File: src/design/sifh_defines.svh
`ifndef SIFH_DEFINES_SVH
`define SIFH_DEFINES_SVH

// timestamp word from the TDC
`define TS_W 12

// histogram geometry, coarse and fine passes use the same number of bins
`define BIN_AW 4
`define BIN_NUM 16

// events accepted in each build pass
`define EVENTS_PER_PASS 64

// bin counter width, counts saturate at all ones
`define CNT_W 6

`endif
File: src/design/sifhPkg.sv
`include "sifh_defines.svh"

package sifhPkg;

    typedef logic [`TS_W-1:0] tdcEvent_t;     // raw photon timestamp

    typedef logic [`BIN_AW-1:0] binAddr_t;    // bin index

    typedef logic [`CNT_W-1:0] binCount_t;    // bin occupancy

    // one cycle worth of memory control
    typedef struct packed {
        logic      rdEn;
        binAddr_t  rdAddr;
        logic      wrEn;
        binAddr_t  wrAddr;
        binCount_t wrData;
    } ramReq_t;

    typedef struct packed {
        binAddr_t  bin;
        binCount_t count;
    } peak_t;

    // two-pass measurement outcome
    typedef struct packed {
        peak_t coarse;
        peak_t fine;     // bin inside the coarse window
    } sifhResult_t;

endpackage

File: src/design/sifhTop.sv
`include "sifh_defines.svh"

module sifhTop
    import sifhPkg::*;
(
    input  logic        clk,
    input  logic        res,
    input  logic        start,
    input  tdcEvent_t   evt,
    input  logic        evtValid,
    output logic        evtReady,
    output sifhResult_t result,
    output logic        resultValid
);

    typedef enum logic [3:0] {
        idle,
        clearCoarse,
        buildCoarse,
        searchCoarse,
        latchWindow,
        clearFine,
        buildFine,
        searchFine,
        report
    } phase_t;

    phase_t    state;
    phase_t    nextState;

    logic      clearStart;
    logic      clearDone;
    logic      buildDone;
    logic      searchDone;
    logic      evtFire;
    binAddr_t  coarseField;
    binAddr_t  fineField;
    binAddr_t  binSel;
    logic      binHit;
    peak_t     coarsePeak;   // also the fine-pass window
    peak_t     pfPeak;
    ramReq_t   hbReq;
    ramReq_t   pfReq;
    ramReq_t   ramReq;
    binCount_t rdData;

    assign evtFire     = evtValid && evtReady;
    assign clearStart  = (state == idle && start) || (state == latchWindow);
    assign resultValid = (state == report);

    assign coarseField = evt[`TS_W-1 -: `BIN_AW];
    assign fineField   = evt[`TS_W-`BIN_AW-1 -: `BIN_AW];
    assign binSel      = (state == buildFine) ? fineField : coarseField;
    assign binHit      = (state == buildFine) ? (coarseField == coarsePeak.bin) : 1'b1;

    always_comb begin
        nextState = state;
        case (state)
            idle:         if (start) nextState = clearCoarse;
            clearCoarse:  if (clearDone) nextState = buildCoarse;
            buildCoarse:  if (buildDone) nextState = searchCoarse;
            searchCoarse: if (searchDone) nextState = latchWindow;
            latchWindow:  nextState = clearFine;
            clearFine:    if (clearDone) nextState = buildFine;
            buildFine:    if (buildDone) nextState = searchFine;
            searchFine:   if (searchDone) nextState = report;
            report:       nextState = idle;
            default:      nextState = idle;
        endcase
    end

    always_ff @(posedge clk or negedge res) begin
        if (!res) begin
            state <= idle;
        end else begin
            state <= nextState;
        end
    end

    always_ff @(posedge clk) begin
        if (state == latchWindow) coarsePeak <= pfPeak;
        if (state == searchFine && searchDone) begin
            result.coarse <= coarsePeak;
            result.fine   <= pfPeak;
        end
    end

    // memory ownership follows the phase
    always_comb begin
        case (state)
            clearCoarse, buildCoarse, clearFine, buildFine: ramReq = hbReq;
            searchCoarse, searchFine:                         ramReq = pfReq;
            default:                                          ramReq = '0;
        endcase
    end

    binSram binSram_inst (
        .clk    (clk),
        .req    (ramReq),
        .rdData (rdData)
    );

    histBuilder histBuilder_inst (
        .clk        (clk),
        .res        (res),
        .clearStart (clearStart),
        .buildStart (clearDone),   // build follows straight after the sweep
        .evt        (evt),
        .evtFire    (evtFire),
        .binSel     (binSel),
        .binHit     (binHit),
        .rdData     (rdData),
        .req        (hbReq),
        .evtReady   (evtReady),
        .clearDone  (clearDone),
        .buildDone  (buildDone)
    );

    peakFinder peakFinder_inst (
        .clk    (clk),
        .res    (res),
        .start  (buildDone),
        .rdData (rdData),
        .req    (pfReq),
        .peak   (pfPeak),
        .done   (searchDone)
    );

    assert property (@(posedge clk) disable iff (!res)
        !((hbReq.rdEn || hbReq.wrEn) && (pfReq.rdEn || pfReq.wrEn)));

    // an active submodule always holds the memory port
    assert property (@(posedge clk) disable iff (!res)
        (hbReq.rdEn || hbReq.wrEn || pfReq.rdEn) |-> (ramReq != '0));

endmodule

File: src/design/peakFinder.sv
`include "sifh_defines.svh"

module peakFinder
    import sifhPkg::*;
(
    input  logic      clk,
    input  logic      res,
    input  logic      start,
    input  binCount_t rdData,
    output ramReq_t   req,
    output peak_t     peak,
    output logic      done
);

    localparam binAddr_t lastBin = binAddr_t'(`BIN_NUM - 1);

    logic      scanning;
    binAddr_t  rdAddr;
    logic      dataValid;   // rdData belongs to dataAddr
    binAddr_t  dataAddr;
    binAddr_t  bestBin;
    binCount_t bestCount;

    always_ff @(posedge clk or negedge res) begin
        if (!res) begin
            scanning  <= 1'b0;
            rdAddr    <= '0;
            dataValid <= 1'b0;
            done      <= 1'b0;
        end else begin
            dataValid <= scanning;
            done      <= dataValid && (dataAddr == lastBin);
            if (start) begin
                scanning <= 1'b1;
                rdAddr   <= '0;
            end else if (scanning) begin
                rdAddr <= rdAddr + 1'b1;
                if (rdAddr == lastBin) scanning <= 1'b0;
            end
        end
    end

    // strict compare so ties keep the lower bin
    always_ff @(posedge clk) begin
        dataAddr <= rdAddr;
        if (start) begin
            bestBin   <= '0;
            bestCount <= '0;
        end else if (dataValid && rdData > bestCount) begin
            bestBin   <= dataAddr;
            bestCount <= rdData;
        end
    end

    always_comb begin
        req        = '0;
        req.rdEn   = scanning;
        req.rdAddr = rdAddr;
        peak.bin   = bestBin;
        peak.count = bestCount;
    end

    assert property (@(posedge clk) disable iff (!res)
        done |-> (!req.rdEn && $past(!req.rdEn)));

endmodule

File: src/design/histBuilder.sv
`include "sifh_defines.svh"

module histBuilder
    import sifhPkg::*;
(
    input  logic      clk,
    input  logic      res,
    input  logic      clearStart,
    input  logic      buildStart,
    input  tdcEvent_t evt,
    input  logic      evtFire,
    input  binAddr_t  binSel,
    input  logic      binHit,
    input  binCount_t rdData,
    output ramReq_t   req,
    output logic      evtReady,
    output logic      clearDone,
    output logic      buildDone
);

    localparam int EvtCntW = $clog2(`EVENTS_PER_PASS + 1);
    localparam logic [EvtCntW-1:0] evtTotal = EvtCntW'(`EVENTS_PER_PASS);
    localparam binAddr_t lastBin = binAddr_t'(`BIN_NUM - 1);
    localparam binCount_t maxCount = '1;

    logic               clearing;
    binAddr_t           clrAddr;
    logic               building;
    logic [EvtCntW-1:0] evtCnt;

    logic      s1Valid;       // increment waiting for its read data
    binAddr_t  s1Addr;
    logic      lastWrValid;   // bin written in the previous cycle
    binAddr_t  lastWrAddr;
    binCount_t lastWrData;
    binCount_t base;
    binCount_t incCount;

    assign evtReady  = building && (evtCnt < evtTotal);
    assign clearDone = clearing && (clrAddr == lastBin);

    // memory still holds the old word if the previous cycle wrote this bin
    assign base     = (lastWrValid && lastWrAddr == s1Addr) ? lastWrData : rdData;
    assign incCount = (base == maxCount) ? base : binCount_t'(base + 1'b1);

    always_ff @(posedge clk or negedge res) begin
        if (!res) begin
            clearing    <= 1'b0;
            clrAddr     <= '0;
            building    <= 1'b0;
            evtCnt      <= '0;
            buildDone   <= 1'b0;
            s1Valid     <= 1'b0;
            lastWrValid <= 1'b0;
        end else begin
            buildDone   <= 1'b0;
            s1Valid     <= req.rdEn;
            lastWrValid <= s1Valid;
            if (clearStart) begin
                clearing <= 1'b1;
                clrAddr  <= '0;
            end else if (clearing) begin
                clrAddr <= clrAddr + 1'b1;
                if (clearDone) clearing <= 1'b0;
            end
            if (buildStart) begin
                building <= 1'b1;
                evtCnt   <= '0;
            end else if (building) begin
                if (evtFire) evtCnt <= evtCnt + 1'b1;
                if (evtCnt == evtTotal) begin   // last write goes out this cycle
                    building  <= 1'b0;
                    buildDone <= 1'b1;
                end
            end
        end
    end

    always_ff @(posedge clk) begin
        s1Addr     <= binSel;
        lastWrAddr <= s1Addr;
        lastWrData <= incCount;
    end

    always_comb begin
        req = '0;
        if (clearing) begin
            req.wrEn   = 1'b1;
            req.wrAddr = clrAddr;
            req.wrData = '0;
        end else begin
            req.rdEn   = evtFire && binHit;
            req.rdAddr = binSel;
            req.wrEn   = s1Valid;
            req.wrAddr = s1Addr;
            req.wrData = incCount;
        end
    end

    // ready stays closed while a sweep owns the memory
    assert property (@(posedge clk) disable iff (!res)
        evtReady |-> !clearing);

    // forwarding keeps every bin monotonic across back-to-back hits
    assert property (@(posedge clk) disable iff (!res)
        (req.wrEn && $past(req.wrEn) && req.wrAddr == $past(req.wrAddr))
        |-> (req.wrData > $past(req.wrData) || $past(req.wrData) == maxCount));

    assert property (@(posedge clk) disable iff (!res)
        evtFire |-> (evtReady && !$isunknown(evt)));

endmodule

File: src/design/binSram.sv
`include "sifh_defines.svh"

module binSram
    import sifhPkg::*;
(
    input  logic      clk,
    input  ramReq_t   req,
    output binCount_t rdData
);

    binCount_t mem [`BIN_NUM];

    // write port
    always_ff @(posedge clk) begin
        if (req.wrEn) begin
            mem[req.wrAddr] <= req.wrData;
        end
    end

    // registered read port, returns the pre-write word on a same-address collision
    always_ff @(posedge clk) begin
        if (req.rdEn) begin
            rdData <= mem[req.rdAddr];
        end
    end

endmodule

File: config.mk
export PLATFORM = sky130hd
export DESIGN_NAME = sifhTop
export DESIGN_NICKNAME = d
export VERILOG_FILES = /design/src/design/sifhPkg.sv /design/src/design/sifhTop.sv /design/src/design/peakFinder.sv /design/src/design/histBuilder.sv /design/src/design/binSram.sv
export VERILOG_INCLUDE_DIRS = /design/src /design/src/design
export SDC_FILE = /design/constraint.sdc
export NUM_CORES = 1
export LEC_CHECK = 0
export BUFFER_PORTS_ARGS = -buffer_cell sky130_fd_sc_hd__buf_2
export CORE_MARGIN = 3
export CORE_UTILIZATION = 60
export CTS_CLUSTER_DIAMETER = 150
export DETAILED_ROUTE_END_ITERATION = 6
export MAX_ROUTING_LAYER = met4
export PLACE_DENSITY = 0.9
export SYNTH_ARGS = -nofsm -noshare
export SYNTH_HDL_FRONTEND = slang
export SYNTH_SLANG_ARGS = --single-unit
File: constraint.sdc
create_clock -name clk -period 7.1 [get_ports clk]
set_input_delay 1.065 -clock clk [delete_from_list [all_inputs] [get_ports clk]]
set_output_delay 1.065 -clock clk [all_outputs]
set_load 0.005 [all_outputs]
# After elaboration in Yosys (flattened, before gate mapping)
# Memories as Yosys holds them, arrays and structs flattened. A register that Yosys moved wholly into a read port is not among the register bits.
# Cells that the tools add are included.
# totals
mem_count,1
ff_bits,85
elab_cells,108
ram_bits,96
# memory_table
memory,depth,word_bits,read_ports,rd_clocked_by_memory_dff,write_ports,line,rtl
binSram_inst.mem,16,6,1,1,1,binSram.sv:11,binCount_t mem [`BIN_NUM];
# op_classes
reduce_logical,19
magnitude_cmp,2
addsub,4
n_eq_ne,22
n_mux,36
# op_table
operator,count
$mux 4,12
$pmux 16 s2,1
$pmux 4 s8,1
$mux 7,3
$eq 4x3->1 const B,4
$eq 4x4->1 const B,4
$mux 1,15
$mux 6,2
$mux 11,1
$logic_and 1x1->1,9
$add 4x1->4 const B,2
$eq 4x2->1 const B,2
$eq 4x4->1,2
$ne 2x1->1 const B,4
$reduce_bool 2->1,4
$add 7x1->7 const B,1
$eq 7x7->1 const B,1
$lt 7x7->1 const B,1
$reduce_and 7->1,1
$add 6x1->6 const B,1
$eq 6x6->1 const B,1
$gt 6x6->1,1
$ne 2x2->1 const B,3
$mux 5,1
6 further kinds,6

# Longest topological paths before layout
# depth
ltp_word,9
ltp_mapped,10
depth_no_buf,9

# Modules after synthesis
# From an unflattened synthesis, not the netlist that was laid out.
# unflattened
hier_cells,560
hier_area_um2,8169.1
# modules_own_cells
mod,seq_area_each_um2,instances,area_per_inst_um2,cells_per_inst
binSram,3062.9,1,3955.0,178
sifhTop,1001.0,1,1670.4,122
histBuilder,680.7,1,1496.4,157
peakFinder,455.4,1,1047.3,103

# Worst setup path before layout
# No wires, ideal clock.
# synth_timing
kind,flip-flop to flip-flop
start,register histBuilder_inst.s1Addr[0]
end,"memory binSram_inst.mem[0][4] in the netlist's numbering, data pin"
slack_ps,4019
t_required_ps,6760
path_stages_with_launch,9
setup_time_ps,340
t_arrival_ps,2741
synth_period_minus_slack_ps,3081
n_path_buf,1
path_cell_list,dfxtp_1 > inv_1 > a221o_1 > nor3_1 > buf_2 > mux2_2 > ha_1 > and4_1 > a211oi_1
# synth_rtl
item,line,rtl
"start, declared",histBuilder.sv:32,binAddr_t s1Addr;
"start signal, assigned",histBuilder.sv:80,s1Addr <= binSel;
"end, declared",binSram.sv:11,

# Worst setup path after layout
# layout_timing
start,register state[1]
end,"register binSram_inst.rdData[4], read port of binSram_inst.mem, data pin"
# layout_via
elab_chain_cells,5
# layout_lines
item,line,rtl
"start, declared",sifhTop.sv:28,phase_t state;
"start signal, assigned",sifhTop.sv:74,state <= idle;
"start signal, assigned",sifhTop.sv:76,state <= nextState;
$eq 4x3->1,"sifhTop.sv:53, sifhTop.sv:54, sifhTop.sv:90",
$mux 1,sifhTop.sv:54,assign binHit = (state == buildFine) ? (coarseField == coarsePeak.bin) : 1'b1;
$logic_and 1x1->1,histBuilder.sv:92,req.rdEn = evtFire && binHit;
$mux 5,histBuilder.sv:87,if (clearing) begin
$pmux 16 s2 (*),sifhTop.sv:90,case (state)
"end, declared",binSram.sv:8,output binCount_t rdData
# Every way passes the cells marked *; elsewhere a longest branch is shown, timed or not.
# A chain may end at the register's enable or synchronous reset.

==> impl_metrics.json <==
{
  "status": "finished clean",
  "syn_nets": 669,
  "synthesis.area_sq_um": 8060,
  "synthArstFlopShare": 0.144,
  "peakVddDrop_mv": 0.223,
  "cts_resized": 0,
  "place_area_sq_um": 8330,
  "synth_top_area_cell": "edfxtp_1",
  "combinationalPowerShare": 0.220,
  "regArea_sq_um": 5200,
  "antenna_found_initial": 0,
  "drtAntennaViolNets": 0,
  "min_from": "histBuilder_inst.s1Addr[3]$_DFF_P_",
  "io_pins": 38,
  "dr.pass1.iters": 6,
  "cts_tree": "done",
  "port-buffer-count": 33,
  "drive_gt1_frac": 0.128,
  "cts_buffers": 17,
  "crit_path_end_kind": "flop",
  "cts.htree.levels": 4,
  "p_switching_mw": 0.988,
  "leakage_nw": 3.42,
  "die_w_um": 122,
  "fillers": 843,
  "gp_congestion": 0.907,
  "period_needed_ns": 3.76,
  "ys_ff_latch": 187,
  "die_h_um": 122,
  "p_per_area_nw_per_um2": 348,
  "grt_pass1_wl_um": 29400,
  "synth_ff_type": "edfxtp_1",
  "rr_startpoint": "state[1]$_DFFE_PN0P_",
  "num_antenna_cells": 0,
  "syn_to_final_growth_pct": 11.0,
  "setup.worst_path.class": "reg -> reg",
  "track_usage": 0.272,
  "arrival_ns": 3.93,
  "wl_per_cell_um": 21.7,
  "dp_cells": 821,
  "cp_max_fo": 20,
  "overflow": 0,
  "clkTransAtPathRegs_ns": 0.07,
  "rsz0062_at_grt": "no",
  "cap_violations": 0,
  "fin_setup_tns_ns": 0,
  "wl_um": 18500,
  "worstSkewPairLatency_ns": 0.44,
  "hpwlAfterDp_um": 12100,
  "finalSetupViolations": 0,
  "cts-hold-fix-buffers": 0,
  "finalCritPeriodShare": 0.529,
  "syn_area_per_cell_sq_um": 12.5,
  "clkPwrFrac": 0.306,
  "grt_max_degree": 32,
  "netlist_instances": 642,
  "viasPerCell": 6.61,
  "vias": 5637,
  "max_freq_mhz": 266,
  "ys_types": 70,
  "cts_root_buf": "clkbuf_16",
  "multiInputGateArea_sq_um": 2590,
  "ys_seq_area_frac": 0.646,
  "final_cells": 853,
  "grt_pass1_vias": 5513,
  "hold_class": "reg -> reg",
  "drtIter0Drc": 811,
  "yosys-top-cells-area": "edfxtp_1, dfrtp_1, dfxtp_1, mux2i_1, nand2_1",
  "ys.warnings.count": 0,
  "rows": 41,
  "clockBufferDepth": 2,
  "cts.sinks": 187,
  "clock_skew_ns": 0.0114,
  "worst-endpoint-required_ns": 7.27,
  "p_int_mw": 2.12,
  "slew_violations": 0,
  "swShare": 0.317,
  "core_area_sq_um": 12900,
  "crit_start": "state[1]$_DFFE_PN0P_",
  "slew_headroom": 0.118,
  "drc_errors": 0,
  "post_cts_buffers": 0,
  "die_area_sq_um": 14900,
  "synth_edf_count": 132,
  "start_util": 0.626,
  "finalHoldViolations": 0,
  "nNetsFinal": 695,
  "pwr-share-seq": 0.473,
  "synth.top_cell.area_share": 0.492,
  "cp-start-kind": "flop",
  "worst_pin_slew_ns": 1.32,
  "stdcell_area_sq_um": 8940
}
## final cells by class
| type | count | area share |
|---|---|---|
| Clock buffer | 22 | 0.0603 |
| Sequential cell | 187 | 0.582 |
| Tap cell | 172 | 0.0241 |
| Clock inverter | 10 | 0.00812 |
| Inverter | 28 | 0.0118 |
| Multi-Input combinational cell | 394 | 0.290 |
| Timing Repair Buffer | 40 | 0.0244 |
## worst max-delay path: stages, from the launching register on
cell	delay, ns
dfrtp_1	0.65
and4bb_1	0.51
mux2i_4	0.44
inv_2	0.21
a21oi_2	0.78
mux2i_1	0.29
a211oi_1	0.09
or4_1	0.50
## logic make-up (layout without fill, tap and decap cells)
logic type                 Yosys count  in the layout  share of synthesized area
AOI/OAI and AO/OA                  129            129                      0.118
muxes                               33             33                     0.0440
buffers and inverters               61            100                     0.0337
DFF                                187            187                      0.646
xor gates and xnor gates            20             20                     0.0227
adders and majority gates           11             11                     0.0171
and+or+nand+nor                    201            201                      0.119
## registers in the layout, summed over array words and instances (netlist names), 4 cells and up
register                     cells
coarsePeak                      10
state                            4
result                          20
histBuilder_inst.clrAddr         4
peakFinder_inst.dataAddr         4
binSram_inst.rdData              6
histBuilder_inst.s1Addr          4
histBuilder_inst.lastWrData      6
peakFinder_inst.bestCount        6
peakFinder_inst.rdAddr           4
peakFinder_inst.bestBin          4
histBuilder_inst.evtCnt          7
histBuilder_inst.lastWrAddr      4
binSram_inst.mem                96
## cell usage after synthesis (3+ instances only)
cell / n
a221oi_1: 3
o32ai_1: 3
clkbuf_1: 13
a311oi_1: 11
o211a_1: 5
nor2_1: 55
nand4_1: 4
nand2b_1: 4
a2111oi_0: 3
mux2i_1: 26
xor2_1: 9
mux2_2: 5
a21o_1: 8
a211oi_1: 18
and3_1: 10
a222oi_1: 12
and2_1: 9
nor3_1: 7
xnor2_1: 10
o21ai_0: 14
buf_6: 3
dfxtp_1: 28
edfxtp_1: 132
or4_1: 4
nand3_1: 21
inv_1: 27
ha_1: 11
a21oi_1: 28
buf_2: 13
nor4_1: 4
nor2b_1: 4
dfrtp_1: 27
nand2_1: 65
buf_1: 3
## power groups by stage
stage | combinational (mW) | sequential (mW) | clock (mW)
final | 0.686 | 1.47 | 0.953
after global routing | 0.747 | 1.49 | 1.01
after CTS | 0.669 | 1.47 | 0.958
after detailed placement | 0.653 | 1.49 | 0
after global placement | 0.617 | 1.48 | 0
after floorplan | 0.502 | 1.44 | 0
## per-layer routing
metal / up-vias / routed length [um] / GRT usage
met2: 402 / 9090 / 0.434
met4: 0 / 672 / 0.114
met5: - / 0 / -
met1: 2695 / 6960 / 0.331
li1: 2467 / - / -
met3: 73 / 1810 / 0.0738
## per-stage QoR
step	hold WS, ns	util	worst slack (ns)	total power, mW
floorplan	0.352	-	4.02	1.94
global placement	0.375	0.647	3.54	2.10
detailed placement	0.372	0.647	3.42	2.14
CTS	0.389	0.694	3.42	3.10
global route	0.401	0.694	3.17	3.24
finish	0.396	0.694	3.34	3.11
## cells in the final DEF (no fill, tap or decap), drive strengths merged, types with 5 or more instances in the layout
cell type / instances
o21ai: 16
nand2: 66
inv: 31
buf: 40
and2: 9
nor2: 56
mux2: 6
xnor2: 10
nor3: 7
a21oi: 29
ha: 11
clkbuf: 22
nand3: 21
and3: 10
clkinv: 6
dfxtp: 28
mux2i: 27
a222oi: 12
a21o: 8
xor2: 10
a211oi: 18
o211a: 5
edfxtp: 132
dfrtp: 27
a311oi: 11
## path summary, 6_finish.rpt
path | cells past startpoint | endpoint | slack [ns]
worst min-delay path | 0 | histBuilder_inst.lastWrAddr[3]$_DFF_P_ | 0.40
worst max register to register | 7 | binSram_inst.rdData[4]$_DFFE_PP_ | 3.34
worst min register to register | 0 | histBuilder_inst.lastWrAddr[3]$_DFF_P_ | 0.40
min in group asynchronous | 1 | histBuilder_inst.evtCnt[6]$_DFFE_PN0P_ | 0.64
max in group asynchronous | 1 | peakFinder_inst.done$_DFF_PN0_ | 6.06
worst max-delay path | 7 | binSram_inst.rdData[4]$_DFFE_PP_ | 3.34
Note: power is estimated with default switching activity, not from simulation.
